### config.mk
export PLATFORM = sky130hd
export DESIGN_NAME = piano_top
export DESIGN_NICKNAME = d
export VERILOG_FILES = /design/src/source/piano_pkg.sv /design/src/source/piano_top.sv /design/src/source/tub_text.sv /design/src/source/song_selector.sv /design/src/source/mode_fsm.sv /design/src/source/key_remap.sv /design/src/source/key_debouncer.sv
export VERILOG_INCLUDE_DIRS = /design/src /design/src/source
export SDC_FILE = /design/constraint.sdc
export NUM_CORES = 1
export LEC_CHECK = 0
export ABC_AREA = 1
export BUFFER_PORTS_ARGS = -buffer_cell sky130_fd_sc_hd__buf_2
export CORE_ASPECT_RATIO = 1.4
export CORE_MARGIN = 2
export CORE_UTILIZATION = 30
export CTS_CLUSTER_SIZE = 40
export DETAILED_ROUTE_END_ITERATION = 10
export PLACE_DENSITY = 0.48
export SETUP_SLACK_MARGIN = 0.4
export SYNTH_ARGS = -nofsm -noshare
export SYNTH_HDL_FRONTEND = slang
export SYNTH_SLANG_ARGS = --single-unit
### constraint.sdc
create_clock -name slow_clk -period 7.3 [get_ports slow_clk]
set_clock_uncertainty 0.05 [all_clocks]
set_input_delay 0.365 -clock slow_clk [delete_from_list [all_inputs] [get_ports slow_clk]]
set_output_delay 0.365 -clock slow_clk [all_outputs]
set_load 0.01 [all_outputs]
### src/source/piano_settings.svh
`ifndef PIANO_SETTINGS_SVH
`define PIANO_SETTINGS_SVH

// Cycles a raw button must disagree with its level before the level flips
`define KEY_STABLE_CYCLES 4

// Button counts
`define NOTE_KEYS 8
`define NAV_KEYS 6

// Two pages of songs
`define SONGS_PER_PAGE 4

// Segment codes, a to g in bits 7 to 1, dp in bit 0
`define GLYPH_H 8'h6e
`define GLYPH_E 8'h9e
`define GLYPH_L 8'h1c
`define GLYPH_O 8'hfc
`define GLYPH_C 8'h9c
`define GLYPH_S 8'hb6
`define GLYPH_N 8'h2a
`define GLYPH_G 8'hbc
`define GLYPH_0 8'hfc
`define GLYPH_1 8'h60
`define GLYPH_2 8'hda
`define GLYPH_3 8'hf2
`define GLYPH_4 8'h66
`define GLYPH_5 8'hb6
`define GLYPH_6 8'hbe
`define GLYPH_7 8'he0
`define GLYPH_8 8'hfe
`define GLYPH_BLANK 8'h00

`endif
### src/source/piano_pkg.sv
`default_nettype none
`include "piano_settings.svh"

package piano_pkg;

	// Pages and modes of the keyboard menu
	typedef enum logic [3:0] {
		mode_welcome    = 4'd0,
		mode_choose     = 4'd1,
		mode_free       = 4'd2,
		mode_song_play  = 4'd3,
		mode_song_learn = 4'd4,
		mode_song_game  = 4'd5,
		mode_play       = 4'd6,
		mode_learn      = 4'd7,
		mode_game       = 4'd8,
		mode_setting    = 4'd9,
		mode_ranking    = 4'd10
	} mode_t;

	// One bit per note button
	typedef logic [`NOTE_KEYS-1:0] note_vec_t;

	// Physical note button number
	typedef logic [$clog2(`NOTE_KEYS)-1:0] key_idx_t;

	// Page in the top bit, row below
	typedef logic [2:0] song_id_t;

	typedef logic [7:0] glyph_t;

	// Position 7 is the leftmost digit
	typedef struct packed {
		glyph_t pos7;
		glyph_t pos6;
		glyph_t pos5;
		glyph_t pos4;
		glyph_t pos3;
		glyph_t pos2;
		glyph_t pos1;
		glyph_t pos0;
	} tub_frame_t;

	typedef struct packed {
		logic center;
		logic up;
		logic down;
		logic left;
		logic right;
		logic esc;
	} nav_keys_t;

	typedef struct packed {
		nav_keys_t nav;
		note_vec_t note;
	} key_bank_t;

	// Debounced levels with their edge pulses
	typedef struct packed {
		key_bank_t level;
		key_bank_t rise;
		key_bank_t fall;
	} key_events_t;

endpackage

`default_nettype wire

### src/source/piano_top.sv
`timescale 1ns/1ps
`default_nettype none

module piano_top
	import piano_pkg::*;
(
	input  wire logic      slow_clk,
	input  wire logic      rst_n,
	input  wire nav_keys_t nav_raw,
	input  wire note_vec_t note_raw_n,
	output mode_t          mode,
	output note_vec_t      led,
	output tub_frame_t     tub_frame
);

	key_events_t phys_events;
	note_vec_t   note_level;
	logic        setup_done;
	song_id_t    song_id;

	key_debouncer u_key_debouncer (
		.slow_clk   (slow_clk),
		.rst_n      (rst_n),
		.nav_raw    (nav_raw),
		.note_raw_n (note_raw_n),
		.events     (phys_events)
	);

	key_remap u_key_remap (
		.slow_clk   (slow_clk),
		.rst_n      (rst_n),
		.mode       (mode),
		.phys       (phys_events),
		.note_level (note_level),
		.setup_done (setup_done)
	);

	mode_fsm u_mode_fsm (
		.slow_clk   (slow_clk),
		.rst_n      (rst_n),
		.nav_rise   (phys_events.rise.nav),
		.setup_done (setup_done),
		.mode       (mode)
	);

	song_selector u_song_selector (
		.slow_clk (slow_clk),
		.rst_n    (rst_n),
		.mode     (mode),
		.nav_rise (phys_events.rise.nav),
		.song_id  (song_id)
	);

	tub_text u_tub_text (
		.slow_clk (slow_clk),
		.rst_n    (rst_n),
		.mode     (mode),
		.song_id  (song_id),
		.frame    (tub_frame)
	);

	// Keys light the LEDs only on the playing pages
	assign led = (mode inside {mode_free, mode_play, mode_learn, mode_game}) ? note_level : '0;

endmodule

`default_nettype wire

### src/source/tub_text.sv
`timescale 1ns/1ps
`default_nettype none
`include "piano_settings.svh"

module tub_text
	import piano_pkg::*;
(
	input  wire logic     slow_clk,
	input  wire logic     rst_n,
	input  wire mode_t    mode,
	input  wire song_id_t song_id,
	output tub_frame_t    frame
);

	localparam tub_frame_t hello_frame = '{`GLYPH_H, `GLYPH_E, `GLYPH_L, `GLYPH_L,
		`GLYPH_O, `GLYPH_BLANK, `GLYPH_BLANK, `GLYPH_BLANK};

	tub_frame_t frame_d;
	tub_frame_t frame_q;

	// Songs are numbered from one on the display
	function automatic glyph_t song_glyph(input song_id_t id);
		case (id)
			3'd0:    return `GLYPH_1;
			3'd1:    return `GLYPH_2;
			3'd2:    return `GLYPH_3;
			3'd3:    return `GLYPH_4;
			3'd4:    return `GLYPH_5;
			3'd5:    return `GLYPH_6;
			3'd6:    return `GLYPH_7;
			default: return `GLYPH_8;
		endcase
	endfunction

	always_comb begin
		if (mode == mode_welcome) begin
			frame_d = hello_frame;
		end else if (mode == mode_choose) begin
			frame_d = '{`GLYPH_C, `GLYPH_H, `GLYPH_O, `GLYPH_O,
				`GLYPH_S, `GLYPH_E, `GLYPH_BLANK, `GLYPH_BLANK};
		end else if (mode inside {mode_song_play, mode_song_learn, mode_song_game,
				mode_play, mode_learn, mode_game}) begin
			frame_d = '{`GLYPH_S, `GLYPH_O, `GLYPH_N, `GLYPH_G,
				`GLYPH_BLANK, `GLYPH_BLANK, `GLYPH_0, song_glyph(song_id)};
		end else begin
			frame_d = {8{`GLYPH_BLANK}};
		end
	end

	always_ff @(posedge slow_clk or negedge rst_n) begin
		if (!rst_n) begin
			frame_q <= hello_frame;
		end else begin
			frame_q <= frame_d;
		end
	end

	assign frame = frame_q;

endmodule

`default_nettype wire

### src/source/song_selector.sv
`timescale 1ns/1ps
`default_nettype none
`include "piano_settings.svh"

module song_selector
	import piano_pkg::*;
(
	input  wire logic      slow_clk,
	input  wire logic      rst_n,
	input  wire mode_t     mode,
	input  wire nav_keys_t nav_rise,
	output song_id_t       song_id
);

	localparam int row_w = $clog2(`SONGS_PER_PAGE);
	localparam logic [row_w-1:0] last_row = row_w'(`SONGS_PER_PAGE - 1);

	logic             page_q;
	logic [row_w-1:0] row_q;
	logic             in_list;
	logic             nav_valid;

	assign in_list = mode inside {mode_song_play, mode_song_learn, mode_song_game};
	assign nav_valid = $onehot(nav_rise);

	always_ff @(posedge slow_clk or negedge rst_n) begin
		if (!rst_n) begin
			page_q <= 1'b0;
			row_q <= '0;
		end else if (in_list && nav_valid) begin
			// Rows wrap inside the current page
			if (nav_rise.up) begin
				row_q <= (row_q == '0) ? last_row : row_q - 1'b1;
			end else if (nav_rise.down) begin
				row_q <= (row_q == last_row) ? '0 : row_q + 1'b1;
			end else if (nav_rise.left || nav_rise.right) begin
				page_q <= ~page_q;
			end
		end
	end

	assign song_id = {page_q, row_q};

endmodule

`default_nettype wire

### src/source/mode_fsm.sv
`timescale 1ns/1ps
`default_nettype none

module mode_fsm
	import piano_pkg::*;
(
	input  wire logic      slow_clk,
	input  wire logic      rst_n,
	input  wire nav_keys_t nav_rise,
	input  wire logic      setup_done,
	output mode_t          mode
);

	mode_t mode_q;
	mode_t mode_d;
	mode_t cursor_q;
	mode_t cursor_d;
	logic  nav_valid;

	// Up cycles free, setting, song_learn and song_play, ranking, song_game
	function automatic mode_t cursor_up(input mode_t cur);
		case (cur)
			mode_free:       return mode_setting;
			mode_setting:    return mode_song_learn;
			mode_song_learn: return mode_free;
			mode_song_play:  return mode_ranking;
			mode_ranking:    return mode_song_game;
			mode_song_game:  return mode_song_play;
			default:         return cur;
		endcase
	endfunction

	function automatic mode_t cursor_down(input mode_t cur);
		case (cur)
			mode_free:       return mode_song_learn;
			mode_song_learn: return mode_setting;
			mode_setting:    return mode_free;
			mode_song_play:  return mode_song_game;
			mode_song_game:  return mode_ranking;
			mode_ranking:    return mode_song_play;
			default:         return cur;
		endcase
	endfunction

	// Left and right both jump to the other column
	function automatic mode_t cursor_side(input mode_t cur);
		case (cur)
			mode_free:       return mode_song_play;
			mode_song_play:  return mode_free;
			mode_song_learn: return mode_song_game;
			mode_song_game:  return mode_song_learn;
			mode_setting:    return mode_ranking;
			mode_ranking:    return mode_setting;
			default:         return cur;
		endcase
	endfunction

	// Chords of several buttons are ignored
	assign nav_valid = $onehot(nav_rise);

	always_comb begin
		mode_d = mode_q;
		cursor_d = cursor_q;
		case (mode_q)
			mode_welcome: begin
				if (nav_valid && nav_rise.center) begin
					mode_d = mode_choose;
					cursor_d = mode_free;
				end
			end
			mode_choose: begin
				if (nav_valid) begin
					if (nav_rise.center) begin
						mode_d = cursor_q;
					end else if (nav_rise.esc) begin
						mode_d = mode_welcome;
					end else if (nav_rise.up) begin
						cursor_d = cursor_up(cursor_q);
					end else if (nav_rise.down) begin
						cursor_d = cursor_down(cursor_q);
					end else begin
						cursor_d = cursor_side(cursor_q);
					end
				end
			end
			mode_song_play: begin
				if (nav_valid && nav_rise.center) begin
					mode_d = mode_play;
				end else if (nav_valid && nav_rise.esc) begin
					mode_d = mode_choose;
				end
			end
			mode_song_learn: begin
				if (nav_valid && nav_rise.center) begin
					mode_d = mode_learn;
				end else if (nav_valid && nav_rise.esc) begin
					mode_d = mode_choose;
				end
			end
			mode_song_game: begin
				if (nav_valid && nav_rise.center) begin
					mode_d = mode_game;
				end else if (nav_valid && nav_rise.esc) begin
					mode_d = mode_choose;
				end
			end
			mode_play: begin
				if (nav_valid && nav_rise.esc) begin
					mode_d = mode_song_play;
				end
			end
			mode_learn: begin
				if (nav_valid && nav_rise.esc) begin
					mode_d = mode_song_learn;
				end
			end
			mode_game: begin
				if (nav_valid && nav_rise.esc) begin
					mode_d = mode_song_game;
				end
			end
			mode_free, mode_ranking: begin
				if (nav_valid && nav_rise.esc) begin
					mode_d = mode_choose;
				end
			end
			mode_setting: begin
				if (setup_done || (nav_valid && nav_rise.esc)) begin
					mode_d = mode_choose;
				end
			end
			default: mode_d = mode_welcome;
		endcase
	end

	always_ff @(posedge slow_clk or negedge rst_n) begin
		if (!rst_n) begin
			mode_q <= mode_welcome;
			cursor_q <= mode_free;
		end else begin
			mode_q <= mode_d;
			cursor_q <= cursor_d;
		end
	end

	assign mode = mode_q;

endmodule

`default_nettype wire

### src/source/key_remap.sv
`timescale 1ns/1ps
`default_nettype none
`include "piano_settings.svh"

module key_remap
	import piano_pkg::*;
(
	input  wire logic        slow_clk,
	input  wire logic        rst_n,
	input  wire mode_t       mode,
	input  wire key_events_t phys,
	output note_vec_t        note_level,
	output logic             setup_done
);

	key_idx_t map_q [`NOTE_KEYS];
	key_idx_t teach_cnt_q;
	key_idx_t rise_idx;
	logic     teach_hit;

	// Logical key i follows physical button map_q[i]
	always_comb begin
		for (int i = 0; i < `NOTE_KEYS; i++) begin
			note_level[i] = phys.level.note[map_q[i]];
		end
	end

	// Index of the rising button, valid when only one rose
	always_comb begin
		rise_idx = '0;
		for (int i = 0; i < `NOTE_KEYS; i++) begin
			if (phys.rise.note[i]) begin
				rise_idx = key_idx_t'(i);
			end
		end
	end

	assign teach_hit = (mode == mode_setting) && $onehot(phys.rise.note);

	always_ff @(posedge slow_clk or negedge rst_n) begin
		if (!rst_n) begin
			for (int i = 0; i < `NOTE_KEYS; i++) begin
				map_q[i] <= key_idx_t'(i);
			end
			teach_cnt_q <= '0;
			setup_done <= 1'b0;
		end else begin
			setup_done <= 1'b0;
			if (mode != mode_setting) begin
				// Leaving setting early keeps what was taught so far
				teach_cnt_q <= '0;
			end else if (teach_hit) begin
				map_q[teach_cnt_q] <= rise_idx;
				teach_cnt_q <= teach_cnt_q + 1'b1;
				// Eighth store completes the map
				setup_done <= (teach_cnt_q == key_idx_t'(`NOTE_KEYS - 1));
			end
		end
	end

endmodule

`default_nettype wire

### src/source/key_debouncer.sv
`timescale 1ns/1ps
`default_nettype none
`include "piano_settings.svh"

module key_debouncer
	import piano_pkg::*;
(
	input  wire logic      slow_clk,
	input  wire logic      rst_n,
	input  wire nav_keys_t nav_raw,
	input  wire note_vec_t note_raw_n,
	output key_events_t    events
);

	localparam int n_keys = `NAV_KEYS + `NOTE_KEYS;
	localparam int cnt_w = $clog2(`KEY_STABLE_CYCLES + 1);

	logic [n_keys-1:0] raw;
	logic [n_keys-1:0] level_q;
	logic [n_keys-1:0] rise_q;
	logic [n_keys-1:0] fall_q;
	logic [cnt_w-1:0]  cnt_q [n_keys];

	// Note buttons pull low when pressed
	assign raw = {nav_raw, ~note_raw_n};

	always_ff @(posedge slow_clk or negedge rst_n) begin
		if (!rst_n) begin
			level_q <= '0;
			rise_q <= '0;
			fall_q <= '0;
			for (int i = 0; i < n_keys; i++) begin
				cnt_q[i] <= '0;
			end
		end else begin
			for (int i = 0; i < n_keys; i++) begin
				rise_q[i] <= 1'b0;
				fall_q[i] <= 1'b0;
				if (raw[i] == level_q[i]) begin
					// Any agreement restarts the count
					cnt_q[i] <= '0;
				end else if (cnt_q[i] == cnt_w'(`KEY_STABLE_CYCLES - 1)) begin
					cnt_q[i] <= '0;
					level_q[i] <= raw[i];
					rise_q[i] <= raw[i];
					fall_q[i] <= ~raw[i];
				end else begin
					cnt_q[i] <= cnt_q[i] + 1'b1;
				end
			end
		end
	end

	assign events = '{level: level_q, rise: rise_q, fall: fall_q};

endmodule

`default_nettype wire

==> results.rst <==
.. list-table::
   :header-rows: 1

   * - Metric
     - Value
   * - Outcome
     - complete, no violations
   * - Area of the placeable core
     - 21900 um^2
   * - Buffer and inverter count on the worst path
     - 1
   * - I/O pin count
     - 92
   * - RSZ-0062 raised after global routing
     - false
   * - Most frequent cells after synthesis
     - sky130_fd_sc_hd__nand2_1, sky130_fd_sc_hd__dfrtp_1, sky130_fd_sc_hd__inv_1
   * - Worst-skew pair later-pin latency
     - 420 ps
   * - Final setup violation count
     - 0
   * - Final Routed Wirelength
     - ~15000 um
   * - Most used cell along the critical path
     - sky130_fd_sc_hd__fa_1
   * - Die outline area
     - 23700 um^2
   * - Leading cell type by number of instances after synthesis
     - sky130_fd_sc_hd__nand2_1
   * - Hold bufs inserted after CTS
     - 1
   * - Max_cap viols
     - 0
   * - Leakage Power
     - approximately 3.8 nW
   * - Fraction of final layout cells with drive strength greater than 1
     - between 15 and 20%
   * - Placer's final routability congestion estimate
     - 0.821
   * - Synthesis-stage register bit count
     - about 120
   * - Via count
     - 5095
   * - Width of the die
     - 131 um
   * - Instance count of the mapped netlist
     - between 700 and 800
   * - Fraction of the core area covered by cells at the end of the flow
     - about a third
   * - Capture instance of the worst register-to-register path
     - u_key_remap.map_q[21]
   * - Largest cells by area after synthesis
     - sky130_fd_sc_hd__dfrtp_1, sky130_fd_sc_hd__nand2_1, sky130_fd_sc_hd__dfstp_2
   * - Clock slew at reported path FFs
     - roughly 50 ps
   * - Num rows
     - 64
   * - Max H-tree Level
     - 4
   * - Total power draw
     - 2.40 mW
   * - Hold Path Sink
     - u_key_debouncer.rise_q[0]
   * - Maximum vdd ir drop
     - ~170 uV
   * - Final critical path time including I/O delays and setup
     - 3640 ps
   * - Category of the critical setup timing path
     - reg -> reg
   * - Total count of hold-check failures in the final report
     - 0
   * - Endpoint arrival time on the critical path
     - approximately 4000 ps
   * - Mean number of vias per cell
     - 4.39
   * - Remaining antenna violation count after routing
     - 0
   * - Largest buffer count on any clock path
     - 2
   * - Antenna violations before repair
     - 0
   * - Final Slew Violations
     - 0
   * - Post-placement worst setup slack
     - between 3000 and 4000 ps
   * - Critical path cell sequence
     - ha_1 > fa_1 > fa_1 > ha_1 > inv_1 > fa_1 > nand4_1 > nor2_4 > nand3_1 > mux2_2
   * - Startpoint types
     - register
   * - Global routing usage summed across all routing layers
     - between 10% and 20%
   * - Ys async rst share
     - 100%
   * - Relative area change from synthesis to final layout
     - 14.3%
   * - Average routed wire per standard cell
     - 12.7 um
   * - Sum of net half-perimeters after detailed placement
     - 10500 um
   * - Max-slew headroom
     - roughly a fifth
   * - Path class of the lowest-slack min-delay path
     - in -> reg
   * - Delay-heaviest family, CP
     - adder cells
   * - Number of nets in the final layout
     - 905
   * - Post-synthesis sequential area ratio
     - 46.0%
   * - Highest fanout seen on the critical path
     - 11
   * - Number of buffers inserted by port buffering
     - between 70 and 80
   * - Number of detailed-routing iterations run before antenna repair
     - 5
   * - Yosys top cell area share
     - 39.3%
   * - Number of enable flip-flop cells after synthesis
     - 0
   * - Achievable frequency
     - approximately 270 MHz
   * - Total clock buffers created by CTS
     - 17
   * - Number of standard cells in the layout, taps in and fillers out
     - 1160
   * - Diodes inserted
     - 0
   * - Effective utilization at floorplan
     - 30.7%
   * - Critical Path End Type
     - register
   * - Dominant cell type by area after synthesis
     - sky130_fd_sc_hd__dfrtp_1
   * - Pin count of the biggest net entering global routing
     - just under 70
   * - Startpoint of the most critical register-to-register path
     - u_key_debouncer.rise_q[6]
   * - Number of remaining DRC errors
     - 0
   * - Setup crit start
     - u_key_debouncer.rise_q[6]
   * - Required time at the endpoint of the critical path
     - about 7600 ps
   * - Leftover overflow at the end of global routing
     - 0
   * - Slack of the worst reg-to-reg path
     - 3660 ps
   * - Quantity of gates resized following cts
     - 0
   * - Path depth of the worst reg2reg path
     - 10
   * - Worst hold stages
     - 2
   * - Worst hold path startpoint
     - note_raw_n[0]
   * - Synth cell types
     - 39
   * - Crit path max-delay cell type
     - sky130_fd_sc_hd__fa_1
   * - CP max stage delay
     - 550 ps
   * - Worst-margin pin slew
     - 1180 ps
   * - Count of buffers added by post-CTS timing repair for setup
     - 0
   * - Clock sinks
     - 123
   * - Post-synthesis average cell area
     - 8.46 um^2
   * - Cell chosen for the clock root
     - sky130_fd_sc_hd__clkbuf_16
   * - Synthesized cell area
     - 6740 um^2
   * - TritonCTS clock tree
     - yes
   * - Detailed router's first-iteration violation count
     - 267
   * - Number of global-route vias before repair
     - approximately 4.9k
   * - Power per cell area
     - 311 nW/um^2
   * - Vertical extent of the die
     - 181 um
   * - Number of placed instances, taps included
     - 1128
   * - Setup slack after layout
     - ~3700 ps
   * - Setup TNS after final layout
     - 0 ps
   * - First-pass GRT wire length
     - approximately 24000 um
   * - Prevailing post-synth register cell
     - sky130_fd_sc_hd__dfrtp_1
   * - Part of the cycle the worst path needs
     - 49.9%
   * - Yosys warning total
     - 0
==> worst register-to-register path, stage by stage (launching register included) <==
cell                      delay [ps]
sky130_fd_sc_hd__dfrtp_1         400
sky130_fd_sc_hd__ha_1            230
sky130_fd_sc_hd__fa_1            510
sky130_fd_sc_hd__fa_1            550
sky130_fd_sc_hd__ha_1            150
sky130_fd_sc_hd__inv_1            50
sky130_fd_sc_hd__fa_1            470
sky130_fd_sc_hd__nand4_1         190
sky130_fd_sc_hd__nor2_4          360
sky130_fd_sc_hd__nand3_1         250
sky130_fd_sc_hd__mux2_2          330
==> sequential cells by signal (all words and copies together) (netlist names) <==
register / flops
u_song_selector.page_q: 1
u_tub_text.frame: 14
u_mode_fsm.mode: 4
u_song_selector.row_q: 2
u_mode_fsm.cursor_q: 4
u_key_remap.setup_done: 1
u_key_debouncer.cnt_q: 42
u_key_debouncer.level_q: 14
u_key_debouncer.rise_q: 14
u_key_remap.map_q: 24
u_key_remap.teach_cnt_q: 3
==> where the power goes <==
part | total [mW] | internal [mW] | switching [mW]
registers | 0.960 | 0.816 | 0.143
logic | 0.652 | 0.248 | 0.404
clock network | 0.787 | 0.489 | 0.298
total | 2.40 | 1.55 | 0.845
==> how the worst max path moves through the flow <==
stage | to | slack, ps | cells past startpoint
after floorplan | u_key_remap.map_q[15] | 3980 | 11
after global placement | u_key_remap.map_q[21] | 3690 | 10
after detailed placement | u_key_remap.map_q[21] | 3640 | 10
after CTS | u_key_remap.map_q[21] | 3650 | 10
after global routing | u_key_remap.map_q[21] | 3440 | 10
final | u_key_remap.map_q[21] | 3660 | 10
==> area by class of cell <==
| type | instances | area, um^2 |
|---|---|---|
| fillers | 2329 | 14200 |
| flip-flops and latches | 123 | 3100 |
| multi-input cells | 526 | 2890 |
| clock buffers | 23 | 478 |
| repair buffers | 82 | 423 |
| inverters | 101 | 379 |
| well taps | 297 | 372 |
| clock inverters | 8 | 70.1 |
==> logic make-up after synthesis <==
group / count (synthesis) / synth area share [%]
and+or+nand+nor: 331 / 21.3
buffers and inverters: 159 / 11.8
DFF: 123 / 46.0
AOI/OAI and AO/OA: 122 / 9.89
adders and majority gates: 38 / 7.72
xor gates and xnor gates: 16 / 2.08
muxes: 7 / 1.17
other: 1 / 0.0556
==> metrics by stage <==
stage	hold WS, ps	instance area (um^2)
floorplan	19.4	6780
global placement	384	7150
detailed placement	381	7150
CTS	69.8	7710
global route	74.8	7710
finish	85.2	7710
==> cells in the final DEF (no fill, tap or decap), types with 8 or more instances in the layout <==
master | synthesis | final
sky130_fd_sc_hd__a21oi_1 | 36 | 36
sky130_fd_sc_hd__o211ai_1 | 8 | 8
sky130_fd_sc_hd__ha_1 | 32 | 32
sky130_fd_sc_hd__nor3b_1 | 10 | 10
sky130_fd_sc_hd__clkbuf_16 | 0 | 17
sky130_fd_sc_hd__conb_1 | 1 | 12
sky130_fd_sc_hd__nand2_1 | 168 | 168
sky130_fd_sc_hd__dfrtp_1 | 106 | 106
sky130_fd_sc_hd__buf_2 | 4 | 78
sky130_fd_sc_hd__nor2_1 | 88 | 88
sky130_fd_sc_hd__dfstp_2 | 17 | 17
sky130_fd_sc_hd__nand3_1 | 10 | 10
sky130_fd_sc_hd__inv_1 | 99 | 99
sky130_fd_sc_hd__xor2_1 | 10 | 10
sky130_fd_sc_hd__nor3_1 | 33 | 33
sky130_fd_sc_hd__o21ai_0 | 64 | 64
==> per-layer routing <==
metal	wire length (um)	share of wire (%)	GRT usage, %
met5	0	0	0
met2	7570	51	23.2
met4	353	2.4	5.57
met1	6280	43	15.8
met3	516	3.5	2.71
(Power assumes the default switching activity.)
